## src/common/pixels_defs.svh

```systemverilog
`ifndef PIXELS_DEFS_SVH
`define PIXELS_DEFS_SVH

// Image and kernel limits
`define ROWS            4
`define KH_MAX          3
`define CI_MAX          4
`define XW_MAX          8
`define XH_MAX          16

// Word and bus widths
`define WORD_WIDTH      8
`define AXI_WIDTH       32
`define RAM_EDGES_DEPTH 32

// Halo rows above and below a block
`define EDGE_WORDS      (`KH_MAX / 2)

// Header field widths
`define CI_BITS         $clog2(`CI_MAX)
`define XW_BITS         $clog2(`XW_MAX)
`define BLK_BITS        $clog2(`XH_MAX / `ROWS)
`define KH_BITS         $clog2(`KH_MAX)
`define KH2_BITS        $clog2(`KH_MAX)
`define HEADER_WIDTH    (`CI_BITS + `XW_BITS + `BLK_BITS + `KH2_BITS)

`endif
```

## src/common/pixels_pkg.sv

```systemverilog
`default_nettype none
`include "pixels_defs.svh"

package pixels_pkg;

  // One pixel word
  typedef logic [`WORD_WIDTH-1:0] word_t;

  // Words and keep bits of one input beat
  typedef word_t [`AXI_WIDTH/`WORD_WIDTH-1:0] beat_t;
  typedef logic [`AXI_WIDTH/`WORD_WIDTH-1:0] keep_t;

  // One column, row 0 at index 0
  typedef word_t [`ROWS-1:0] rows_t;

  // One column followed by its bottom halo
  typedef word_t [`ROWS+`EDGE_WORDS-1:0] rows_edges_t;

  // Halo rows kept between blocks
  typedef word_t [`EDGE_WORDS-1:0] edge_t;

  // Start of packet header on the user field
  typedef struct packed {
    logic [`CI_BITS-1:0]  ci_m1;
    logic [`XW_BITS-1:0]  w_m1;
    logic [`BLK_BITS-1:0] blocks_m1;
    logic [`KH2_BITS-1:0] kh2;
  } pixel_header_t;

endpackage

`default_nettype wire

```

## src/verilog/conv_pixels_top.sv

```systemverilog
`timescale 1ns/10ps
`default_nettype none
`include "pixels_defs.svh"

module conv_pixels_top (
  input  wire logic                     aclk,
  input  wire logic                     aresetn,
  input  wire logic                     i_s_valid,
  output logic                          o_s_ready,
  input  wire logic                     i_s_last,
  input  wire pixels_pkg::beat_t        i_s_data,
  input  wire pixels_pkg::keep_t        i_s_keep,
  input  wire logic [`HEADER_WIDTH-1:0] i_s_user,
  output logic                          o_m_valid,
  input  wire logic                     i_m_ready,
  output logic                          o_m_last,
  output pixels_pkg::rows_t             o_m_data
);

  // Pixel stream in, row windows out
  pixel_streamer pixel_streamer_i (
    .aclk      (aclk),
    .aresetn   (aresetn),
    .i_s_valid (i_s_valid),
    .o_s_ready (o_s_ready),
    .i_s_last  (i_s_last),
    .i_s_data  (i_s_data),
    .i_s_keep  (i_s_keep),
    .i_s_user  (i_s_user),
    .o_m_valid (o_m_valid),
    .i_m_ready (i_m_ready),
    .o_m_last  (o_m_last),
    .o_m_data  (o_m_data)
  );

endmodule

`default_nettype wire

```

## src/pixel_streamer/pixel_streamer.sv

```systemverilog
`timescale 1ns/10ps
`default_nettype none
`include "pixels_defs.svh"

module pixel_streamer (
  input  wire logic                     aclk,
  input  wire logic                     aresetn,
  input  wire logic                     i_s_valid,
  output logic                          o_s_ready,
  input  wire logic                     i_s_last,
  input  wire pixels_pkg::beat_t        i_s_data,
  input  wire pixels_pkg::keep_t        i_s_keep,
  input  wire logic [`HEADER_WIDTH-1:0] i_s_user,
  output logic                          o_m_valid,
  input  wire logic                     i_m_ready,
  output logic                          o_m_last,
  output pixels_pkg::rows_t             o_m_data
);

  import pixels_pkg::*;

  localparam int KH_W    = `KH_BITS;
  localparam int ADDR_W  = $clog2(`RAM_EDGES_DEPTH);
  localparam int SHIFT_N = `ROWS + 2 * `EDGE_WORDS;

  typedef enum logic [1:0] {S_IDLE, S_PASS, S_DRAIN} state_t;

  state_t                  state_q;
  pixel_header_t           hdr_in;
  logic [`KH2_BITS-1:0]    kh2_lim;
  logic [`KH2_BITS-1:0]    kh2_q;
  logic [KH_W-1:0]         kh_max;
  logic                    use_edges;

  logic                    ro_s_valid, ro_s_ready, ro_m_valid, ro_m_ready, ro_m_last;
  logic                    re_s_valid, re_s_ready, re_m_valid, re_m_ready, re_m_last;
  rows_t                   ro_m_data;
  rows_edges_t             re_m_data;
  rows_edges_t             col_data;
  logic                    col_valid, col_last;

  logic                    en_config, en_shift, en_kh, en_copy;
  logic                    last_kh, last_clk_kh, last_clk_ci, last_clk_w, first_l, last_l;
  logic                    copy_r, last_r, last_kh_r, last_clk_kh_r, first_l_r, last_l_r;
  logic                    m_last_q, s_last_beat, m_last_beat;
  rows_edges_t             col_data_r;

  logic [ADDR_W-1:0]       ram_addr, addr_r, ram_addr_in;
  logic                    ram_ren, ram_wen, ram_ren_q;
  edge_t                   ram_dout, ram_hold, edge_top, edge_bot;
  word_t [SHIFT_N-1:0]     shift_q;

  assign hdr_in    = i_s_user;
  assign kh2_lim   = (hdr_in.kh2 <= `EDGE_WORDS) ? hdr_in.kh2 : '0;
  assign kh_max    = KH_W'(2 * kh2_lim);
  assign use_edges = (kh2_q != '0);

  assign s_last_beat = i_s_valid && o_s_ready && i_s_last;
  assign m_last_beat = o_m_valid && i_m_ready && o_m_last;

  // Header is read in idle without giving ready
  always_ff @(posedge aclk) begin
    if (!aresetn) begin
      state_q <= S_IDLE;
      kh2_q   <= '0;
    end else begin
      case (state_q)
        S_IDLE: begin
          if (i_s_valid) begin
            state_q <= S_PASS;
            kh2_q   <= kh2_lim;
          end
        end
        S_PASS: begin
          if (s_last_beat) begin
            state_q <= m_last_beat ? S_IDLE : S_DRAIN;
          end
        end
        default: begin
          if (m_last_beat) begin
            state_q <= S_IDLE;
          end
        end
      endcase
    end
  end

  assign en_config = (state_q == S_IDLE);
  assign en_shift  = !en_config && i_m_ready;
  // Kernel row counter waits at its last row for a column, or runs out the final one
  assign en_kh     = en_shift && (!last_kh || col_valid || m_last_q || last_r);
  assign en_copy   = en_shift && col_valid && last_clk_kh;

  assign ro_s_valid = (state_q == S_PASS) && !use_edges && i_s_valid;
  assign re_s_valid = (state_q == S_PASS) && use_edges && i_s_valid;
  assign o_s_ready  = (state_q == S_PASS) && (use_edges ? re_s_ready : ro_s_ready);
  assign ro_m_ready = !use_edges && en_copy;
  assign re_m_ready = use_edges && en_copy;

  stream_width_adapter #(.t_out(rows_t)) adapter_rows_i (
    .aclk    (aclk),
    .aresetn (aresetn),
    .i_valid (ro_s_valid),
    .o_ready (ro_s_ready),
    .i_last  (i_s_last),
    .i_data  (i_s_data),
    .i_keep  (i_s_keep),
    .o_valid (ro_m_valid),
    .i_ready (ro_m_ready),
    .o_last  (ro_m_last),
    .o_data  (ro_m_data)
  );

  stream_width_adapter #(.t_out(rows_edges_t)) adapter_edges_i (
    .aclk    (aclk),
    .aresetn (aresetn),
    .i_valid (re_s_valid),
    .o_ready (re_s_ready),
    .i_last  (i_s_last),
    .i_data  (i_s_data),
    .i_keep  (i_s_keep),
    .o_valid (re_m_valid),
    .i_ready (re_m_ready),
    .o_last  (re_m_last),
    .o_data  (re_m_data)
  );

  // Zero halo when no rows below are needed
  assign col_data  = use_edges ? re_m_data : {edge_t'('0), ro_m_data};
  assign col_valid = use_edges ? re_m_valid : ro_m_valid;
  assign col_last  = use_edges ? re_m_last : ro_m_last;

  loop_counter #(.W(KH_W)) kh_cnt_i (
    .aclk(aclk), .aresetn(aresetn), .i_load(en_config), .i_en(en_kh), .i_max(kh_max),
    .o_last_clk(last_clk_kh), .o_last(last_kh), .o_first()
  );
  loop_counter #(.W(`CI_BITS)) ci_cnt_i (
    .aclk(aclk), .aresetn(aresetn), .i_load(en_config), .i_en(last_clk_kh),
    .i_max(hdr_in.ci_m1), .o_last_clk(last_clk_ci), .o_last(), .o_first()
  );
  loop_counter #(.W(`XW_BITS)) w_cnt_i (
    .aclk(aclk), .aresetn(aresetn), .i_load(en_config), .i_en(last_clk_ci),
    .i_max(hdr_in.w_m1), .o_last_clk(last_clk_w), .o_last(), .o_first()
  );
  loop_counter #(.W(`BLK_BITS)) blk_cnt_i (
    .aclk(aclk), .aresetn(aresetn), .i_load(en_config), .i_en(last_clk_w),
    .i_max(hdr_in.blocks_m1), .o_last_clk(), .o_last(last_l), .o_first(first_l)
  );

  // Channel and width position inside a block
  always_ff @(posedge aclk) begin
    if (!aresetn || en_config || last_clk_w) begin
      ram_addr <= '0;
    end else if (en_copy) begin
      ram_addr <= ram_addr + 1'b1;
    end
  end

  // Stage matching the RAM read latency
  always_ff @(posedge aclk) begin
    if (!aresetn || en_config) begin
      {copy_r, last_r, last_kh_r, last_clk_kh_r, first_l_r, last_l_r} <= '0;
    end else if (en_shift) begin
      copy_r        <= en_copy;
      last_r        <= en_copy && col_last;
      last_kh_r     <= last_kh;
      last_clk_kh_r <= last_clk_kh;
      first_l_r     <= first_l;
      last_l_r      <= last_l;
    end
  end

  always_ff @(posedge aclk) begin
    if (en_shift) begin
      col_data_r <= col_data;
      addr_r     <= ram_addr;
    end
  end

  assign ram_ren     = en_copy && !first_l;
  assign ram_wen     = copy_r && !last_l_r;
  assign ram_addr_in = ram_wen ? addr_r : ram_addr;
  assign edge_bot    = col_data_r[`ROWS-1 -: `EDGE_WORDS];

  edge_ram edge_ram_i (
    .aclk   (aclk),
    .i_en   (ram_ren || ram_wen),
    .i_we   (ram_wen),
    .i_addr (ram_addr_in),
    .i_din  (edge_bot),
    .o_dout (ram_dout)
  );

  // Keeps read data through an output stall
  always_ff @(posedge aclk) begin
    if (!aresetn) begin
      ram_ren_q <= 1'b0;
    end else begin
      ram_ren_q <= ram_ren;
    end
  end

  always_ff @(posedge aclk) begin
    if (ram_ren_q) begin
      ram_hold <= ram_dout;
    end
  end

  assign edge_top = first_l_r ? '0 : (ram_ren_q ? ram_dout : ram_hold);

  always_ff @(posedge aclk) begin
    if (en_shift) begin
      if (copy_r) begin
        shift_q <= {col_data_r, edge_top};
      end else begin
        shift_q <= shift_q >> `WORD_WIDTH;
      end
    end
  end

  always_comb begin
    for (int r = 0; r < `ROWS; r++) begin
      o_m_data[r] = shift_q[r + `EDGE_WORDS - int'(kh2_q)];
    end
  end

  always_ff @(posedge aclk) begin
    if (!aresetn || m_last_beat) begin
      o_m_valid <= 1'b0;
      m_last_q  <= 1'b0;
    end else if (en_shift) begin
      if (copy_r) begin
        m_last_q <= last_r;
      end
      if (last_kh_r) begin
        o_m_valid <= copy_r;
      end
    end
  end

  // Final kernel row of the final column
  assign o_m_last = m_last_q && last_clk_kh_r;

endmodule

`default_nettype wire

```

## src/verilog/stream_width_adapter.sv

```systemverilog
`timescale 1ns/10ps
`default_nettype none
`include "pixels_defs.svh"

module stream_width_adapter #(
  parameter type t_out = pixels_pkg::rows_t
) (
  input  wire logic              aclk,
  input  wire logic              aresetn,
  input  wire logic              i_valid,
  output logic                   o_ready,
  input  wire logic              i_last,
  input  wire pixels_pkg::beat_t i_data,
  input  wire pixels_pkg::keep_t i_keep,
  output logic                   o_valid,
  input  wire logic              i_ready,
  output logic                   o_last,
  output t_out                   o_data
);

  import pixels_pkg::*;

  localparam int BEAT_WORDS = `AXI_WIDTH / `WORD_WIDTH;
  localparam int OUT_WORDS  = $bits(t_out) / `WORD_WIDTH;
  localparam int CW         = $clog2(OUT_WORDS + BEAT_WORDS + 1);

  word_t [OUT_WORDS-1:0] pack_q;
  word_t [OUT_WORDS-1:0] pack_d;
  logic [CW-1:0]         cnt_q;
  logic [CW-1:0]         pos;
  logic                  full;
  logic                  take;

  // Accept while empty or while the held payload leaves
  assign o_ready = !o_valid || i_ready;
  assign take    = i_valid && o_ready;

  // Kept words go to the next free slots in order
  always_comb begin
    pack_d = pack_q;
    pos    = cnt_q;
    for (int i = 0; i < BEAT_WORDS; i++) begin
      if (i_keep[i]) begin
        if (pos < CW'(OUT_WORDS)) begin
          pack_d[pos] = i_data[i];
        end
        pos = pos + 1'b1;
      end
    end
  end

  assign full = (pos >= CW'(OUT_WORDS));

  always_ff @(posedge aclk) begin
    if (!aresetn) begin
      cnt_q   <= '0;
      o_valid <= 1'b0;
      o_last  <= 1'b0;
    end else begin
      if (o_valid && i_ready) begin
        o_valid <= 1'b0;
      end
      if (take) begin
        if (full) begin
          cnt_q   <= '0;
          o_valid <= 1'b1;
          o_last  <= i_last;
        end else begin
          cnt_q <= pos;
        end
      end
    end
  end

  always_ff @(posedge aclk) begin
    if (take) begin
      pack_q <= pack_d;
    end
  end

  assign o_data = pack_q;

endmodule

`default_nettype wire

```

## src/verilog/edge_ram.sv

```systemverilog
`timescale 1ns/10ps
`default_nettype none
`include "pixels_defs.svh"

module edge_ram (
  input  wire logic                                aclk,
  input  wire logic                                i_en,
  input  wire logic                                i_we,
  input  wire logic [$clog2(`RAM_EDGES_DEPTH)-1:0] i_addr,
  input  wire pixels_pkg::edge_t                   i_din,
  output pixels_pkg::edge_t                        o_dout
);

  import pixels_pkg::*;

  edge_t mem [`RAM_EDGES_DEPTH];

  // Read first, old contents come out during a write
  always_ff @(posedge aclk) begin
    if (i_en) begin
      o_dout <= mem[i_addr];
      if (i_we) begin
        mem[i_addr] <= i_din;
      end
    end
  end

endmodule

`default_nettype wire

```

## src/verilog/loop_counter.sv

```systemverilog
`timescale 1ns/10ps
`default_nettype none

module loop_counter #(
  parameter int W = 4
) (
  input  wire logic         aclk,
  input  wire logic         aresetn,
  input  wire logic         i_load,
  input  wire logic         i_en,
  input  wire logic [W-1:0] i_max,
  output logic              o_last_clk,
  output logic              o_last,
  output logic              o_first
);

  logic [W-1:0] count_q;
  logic [W-1:0] max_q;

  always_ff @(posedge aclk) begin
    if (!aresetn) begin
      count_q <= '0;
      max_q   <= '0;
    end else if (i_load) begin
      count_q <= '0;
      max_q   <= i_max;
    end else if (i_en) begin
      if (o_last) begin
        count_q <= '0;
      end else begin
        count_q <= count_q + 1'b1;
      end
    end
  end

  assign o_last  = (count_q == max_q);
  assign o_first = (count_q == '0);

  // Wrap strobe, drives the next outer loop
  assign o_last_clk = i_en && o_last;

endmodule

`default_nettype wire

```

## config.mk

```make
export PLATFORM = sky130hd
export DESIGN_NAME = conv_pixels_top
export DESIGN_NICKNAME = d
export VERILOG_FILES = /design/src/common/pixels_pkg.sv /design/src/verilog/conv_pixels_top.sv /design/src/pixel_streamer/pixel_streamer.sv /design/src/verilog/stream_width_adapter.sv /design/src/verilog/edge_ram.sv /design/src/verilog/loop_counter.sv
export VERILOG_INCLUDE_DIRS = /design/src /design/src/common
export SDC_FILE = /design/constraint.sdc
export NUM_CORES = 1
export LEC_CHECK = 0
export BUFFER_PORTS_ARGS = -buffer_cell sky130_fd_sc_hd__buf_4
export CAP_MARGIN = 5
export CORE_MARGIN = 2
export CORE_UTILIZATION = 55
export DETAILED_ROUTE_END_ITERATION = 16
export PLACE_DENSITY = 0.75
export SETUP_SLACK_MARGIN = 0.15
export SLEW_MARGIN = 5
export SYNTH_ARGS = -nofsm -noshare
export SYNTH_HDL_FRONTEND = slang
export SYNTH_HIERARCHICAL = 1
export SYNTH_SLANG_ARGS = --single-unit
```

## constraint.sdc

```tcl
create_clock -name aclk -period 9.7 [get_ports aclk]
set_clock_uncertainty 0.1 [all_clocks]
set_input_delay 0.97 -clock aclk [delete_from_list [all_inputs] [get_ports aclk]]
set_output_delay 0.97 -clock aclk [all_outputs]
set_load 0.01 [all_outputs]
```

# Word level (Yosys, flattened, before mapping)
# Memories as Yosys holds them, arrays and structs flattened. A register that Yosys moved wholly into a read port is not among the register bits.
# Index checks and enable logic that the tools add are counted.
classes:
  muxes: 89
  n_reduce_logical: 62
  bitwise: 1
  n_eq_ne: 7
  n_addsub: 17
  n_lt_le_gt_ge: 31
op_table:
  columns: ["cell", "n"]
  rows:
  - ["2-to-1 mux 40 bit", 9]
  - ["2-to-1 mux 32 bit", 9]
  - ["bitwise mux 40 bit", 4]
  - ["2-to-1 mux 8 bit", 18]
  - ["bitwise mux 32 bit", 4]
  - ["less-than comparator 32 x 5 -> 1 bit, second input constant", 4]
  - ["binary-select mux 8 bit (select 3 bit)", 4]
  - ["demux 8 bit (select 3 bit)", 4]
  - ["demux 8 bit (select 2 bit)", 4]
  - ["less-than comparator 4 x 3 -> 1 bit, second input constant", 12]
  - ["2-to-1 mux 4 bit", 10]
  - ["logical AND 1 bit", 34]
  - ["adder 4 x 1 -> 4 bit, second input constant", 8]
  - [">= comparator 4 x 1 -> 1 bit, second input constant", 8]
  - ["less-than comparator 4 bit, second input constant", 4]
  - ["2-to-1 mux 2 bit", 8]
  - ["2-to-1 mux 1 bit", 12]
  - ["AND reduction 2 bit", 5]
  - ["logical OR 1 bit", 9]
  - [">= comparator 4 x 3 -> 1 bit, second input constant", 2]
  - ["zero test 1 bit", 8]
  - ["adder 2 x 1 -> 2 bit, second input constant", 3]
  - ["== test 2 bit", 3]
  - ["subtractor 2 x 2 -> 3 bit, first input constant", 2]
  - ["other kinds (18)", 19]
totals:
  ram_bits: 256
  mem_count: 1
  inputBits: 50
  output_inout_bits: 35
  word_cells: 256
  ff_bits: 220
memory_table:
  columns: ["name", "depth", "width", "read_ports", "rd_clocked_by_memory_dff", "write_ports", "line", "text"]
  rows:
  - ["pixel_streamer_i.edge_ram_i.mem", 32, 8, 1, 1, 1, "edge_ram.sv:16", "edge_t mem [`RAM_EDGES_DEPTH];"]

# Logic depth before layout (Yosys ltp)
logic_depth:
  word_depth: 16
  ltp_mapped: 17

# By module
# The synthesis kept the hierarchy.
modules_own_cells:
  columns: ["module", "area_per_inst_um2", "cells_per_inst", "seq_area_each_um2", "instances"]
  rows:
  - ["edge_ram", 10287.4, 578, 7927.6, 1]
  - ["pixel_streamer", 5975.7, 449, 3313.2, 1]
  - ["stream_width_adapter (pixel_streamer_i.adapter_edges_i)", 4171.5, 381, 1321.3, 1]
  - ["stream_width_adapter (pixel_streamer_i.adapter_rows_i)", 3405.8, 339, 1081.0, 1]
  - ["loop_counter (pixel_streamer_i.blk_cnt_i ...)", 205.2, 21, 80.1, 3]
  - ["loop_counter (pixel_streamer_i.w_cnt_i)", 329.1, 35, 120.1, 1]

# Worst setup path after synthesis
# Ideal clock, no wire load.
synth_timing:
  path_kind: "register -> register"
  start: "reg pixel_streamer_i.kh2_q[0]"
  end: "mem pixel_streamer_i/edge_ram_i/mem[24][0] in the netlist's numbering (enable)"
  t_arrival_ps: 4382
  stages_incl_launch_ff: 18
  period_less_slack_ps: 4866
  required_ps: 9217
  slack_ps: 4834
  path_cell_list: "dfxtp_1 -> buf_2 -> buf_2 -> buf_2 -> inv_1 -> ha_1 -> mux2i_1 -> buf_6 -> a31oi_1 -> and2_1 -> o211ai_4 -> buf_2 -> or2_2 -> o21bai_1 -> nand2_1 -> or3_1 -> clkbuf_1 -> nor3_1"
synth_via:
  elab_chain_len: 12
synth_lines:
  columns: ["element", "line", "text"]
  rows:
  - ["start: declaration", "pixel_streamer.sv:31", "logic [`KH2_BITS-1:0] kh2_q;"]
  - ["start signal: assignment", "pixel_streamer.sv:71", "kh2_q <= kh2_lim;"]
  - ["nonzero test 2 bit", "pixel_streamer.sv:56", "assign use_edges = (kh2_q != '0);"]
  - ["2-to-1 mux 1 bit", "pixel_streamer.sv:130", "assign col_valid = use_edges ? re_m_valid : ro_m_valid;"]
  - ["logical OR 1 bit (3 in series)", "pixel_streamer.sv:91", "assign en_kh = en_shift && (!last_kh || col_valid || m_last_q || last_r);"]
  - ["logical AND 1 bit", "pixel_streamer.sv:91", null]
  - ["named net pixel_streamer_i.en_kh", "pixel_streamer.sv:42", "logic en_config, en_shift, en_kh, en_copy;"]
  - ["logical AND 1 bit", "loop_counter.sv:40", "assign o_last_clk = i_en && o_last;"]
  - ["named net pixel_streamer_i.last_clk_kh", "pixel_streamer.sv:43", "logic last_kh, last_clk_kh, last_clk_ci, last_clk_w, first_l, last_l;"]
  - ["logical AND 1 bit", "pixel_streamer.sv:92", "assign en_copy = en_shift && col_valid && last_clk_kh;"]
  - ["logical AND 1 bit", "pixel_streamer.sv:180", "assign ram_ren = en_copy && !first_l;"]
  - ["logical OR 1 bit", "pixel_streamer.sv:187", ".i_en (ram_ren || ram_wen),"]
  - ["2-to-1 mux 1 bit", "edge_ram.sv:20", "if (i_en) begin"]
  - ["2-to-1 mux 1 bit (implied by the code)", "edge_ram.sv:23", "mem[i_addr] <= i_din;"]
  - ["end: declaration", "edge_ram.sv:16", null]
# The timed path passes the listed nets, and every way through them passes these cells.

# Worst setup path in the final report
layout_timing:
  start: "reg pixel_streamer_i.kh2_q[1]"
  end: "mem pixel_streamer_i/edge_ram_i/mem[26][3] in the netlist's numbering (enable)"
# The elaborated chain is that of the path after synthesis.

==> reports/results.ini <==
[setup_path]
start_kind=flop
crit_buf_inv=1
cpPeakStageDelay_ns=1.04
crit_type=reg -> reg
path_cells=inv_1 > ha_2 > mux2i_1 > a31oi_1 > and2_1 > o211ai_4 > or2_2 > o21bai_1 > nand4b_1 > nor3_1
cp.required_ns=9.81
critPathArrivalTime_ns=5.48
worst-path-max-fanout=14
crit_family=simple AND/OR/NAND/NOR gates
end_kind=flop
cpMaxStageDelayCell=nor3_1

[cts]
cts_htree_levels=2
cts_resized=0
clock_latency_ns=0.59
post_cts_buffers=0
cts_buffer_depth=3
cts-root-buf=clkbuf_16
cts_made_buffers=50
hold_buffers=0
clock-sinks=485
cts_tree=built
path_clk_slew_ns=0.06

[power_and_ir_drop]
peakVddDrop_v=0.000126
leakagePower_nw=9.09
report.power.total_mw=4.56
power_density_nw_per_um2=167

[global_routing]
grt_pass1_wl_mm=91.4
grt_start_max_net_pins=86
grt_pass1_vias=15400
grt_overflow_total=0
grtUsageTotal_pct=25.7
antenna_found_initial=0

[placed_design]
port_buffers=84
post-dp-hpwl_mm=39.2
dp_slack_ns=3.94
post_dp_cell_area_sq_um=25800
dp_cells=2432
gp_congestion=0.914

[timing]
timing.final.ws_setup_ns=4.34
min_period_ns=5.36
relSlewSlack_pct=24.1
worst_slew_pin_slew_ns=1.14
fmax_ghz=0.186
grt_setup_unrepaired=no
slew_violations=0
fin_crit_sh_pct=55.3
hold_violations=0
holdWs_ns=0.375
setup_viol=0
tns_ns=0

[routing]
drt-initial-drc-count=1515
drc_errors=0
via_count=15600
viasPerCell=6.18
wl_per_cell_um=23.8
wl_mm=60.2
ant_nets=0
first_pass_iters=5

[yosys]
synthesis.area_sq_um=24800
syn_avg_cell_area_sq_um=13.4
synth_fp_nets=1925
ys_warn_count=6
postSynthCellCount=1843

[status]
status=complete, no violations

[layout]
final_nets=1974
stdcell_area_sq_um=27300
drive_gt1_share_pct=20.2
layout_commonest_cell=edfxtp_1
fin_cells=2525
mostFrequentLayoutCells=429 x edfxtp_1, 230 x mux2i_1, 127 x mux2_2
fin_util_pct=61.6
fillCellCount=3303
syn2layout_area_growth_pct=10.1

[floorplanning]
dieHeight_um=216
die-area_sq_um=46700
ios=85
die_width_um=216
initial_core_util_pct=55.9
rows=77
core_sq_um=44300

[min_path]
hold_path.class=reg -> reg

[flow_run]
maxCapViolCount=0

[worst reg2reg max path, delay by kind of cell, from the launching register on]
family	cells	cell delay, ns
AOI/OAI and AO/OA	3	1.47
adders and majority gates	1	0.17
buffers and inverters	1	0.05
DFF	1	0.34
muxes	1	0.28
and+or+nand+nor	4	2.58
[flip-flops by register name, indices dropped and copies added, names as in the netlist, 5 cells and up]
register / cells
pixel_streamer_i/addr_r: 5
pixel_streamer_i/ram_addr: 5
pixel_streamer_i/shift_q: 48
pixel_streamer_i/edge_ram_i/mem: 256
pixel_streamer_i/adapter_rows_i/o_data: 32
pixel_streamer_i/col_data_r: 32
pixel_streamer_i/adapter_edges_i/o_data: 40
pixel_streamer_i/edge_bot: 8
pixel_streamer_i/edge_ram_i/o_dout: 8
pixel_streamer_i/ram_hold: 8
[per-layer routing]
| metal | global-route usage [%] | wire length (um) |
|---|---|---|
| met4 | 8.90 | 2000 |
| met1 | 33.4 | 23700 |
| met5 | 0 | 0 |
| met3 | 4.58 | 4660 |
| met2 | 43.5 | 29900 |
[path summary, 6_finish.rpt]
path              slack (ns)                          from                                endpoint  depth (start not counted)
setup reg to reg        4.34     pixel_streamer_i/kh2_q[1]  pixel_streamer_i/edge_ram_i/mem[26][3]                         10
setup / recovery        4.34     pixel_streamer_i/kh2_q[1]  pixel_streamer_i/edge_ram_i/mem[26][3]                         10
hold reg to reg         0.37  pixel_streamer_i/ram_hold[0]            pixel_streamer_i/ram_hold[0]                          1
hold / removal          0.37  pixel_streamer_i/ram_hold[0]            pixel_streamer_i/ram_hold[0]                          1
[cell type report]
class	instances	area [sq um]	share of cell area [%]
Sequential cell	485	14000	51.3
Timing Repair Buffer	102	766	2.81
Multi-Input combinational cell	1197	10000	36.8
Tap cell	592	741	2.72
Inverter	56	211	0.775
Clock buffer	60	1320	4.84
Antenna cell	1	2.50	0.00917
Clock inverter	32	199	0.729
[where the power goes]
part	switching [mW]	internal, mW	leakage (nW)	total (mW)
registers	0.0226	2.32	4.36	2.34
clock network	0.793	0.996	0.746	1.79
logic	0.250	0.174	3.99	0.424
total	1.07	3.49	9.09	4.55
No activity file was read; power rests on OpenSTA's default activity.
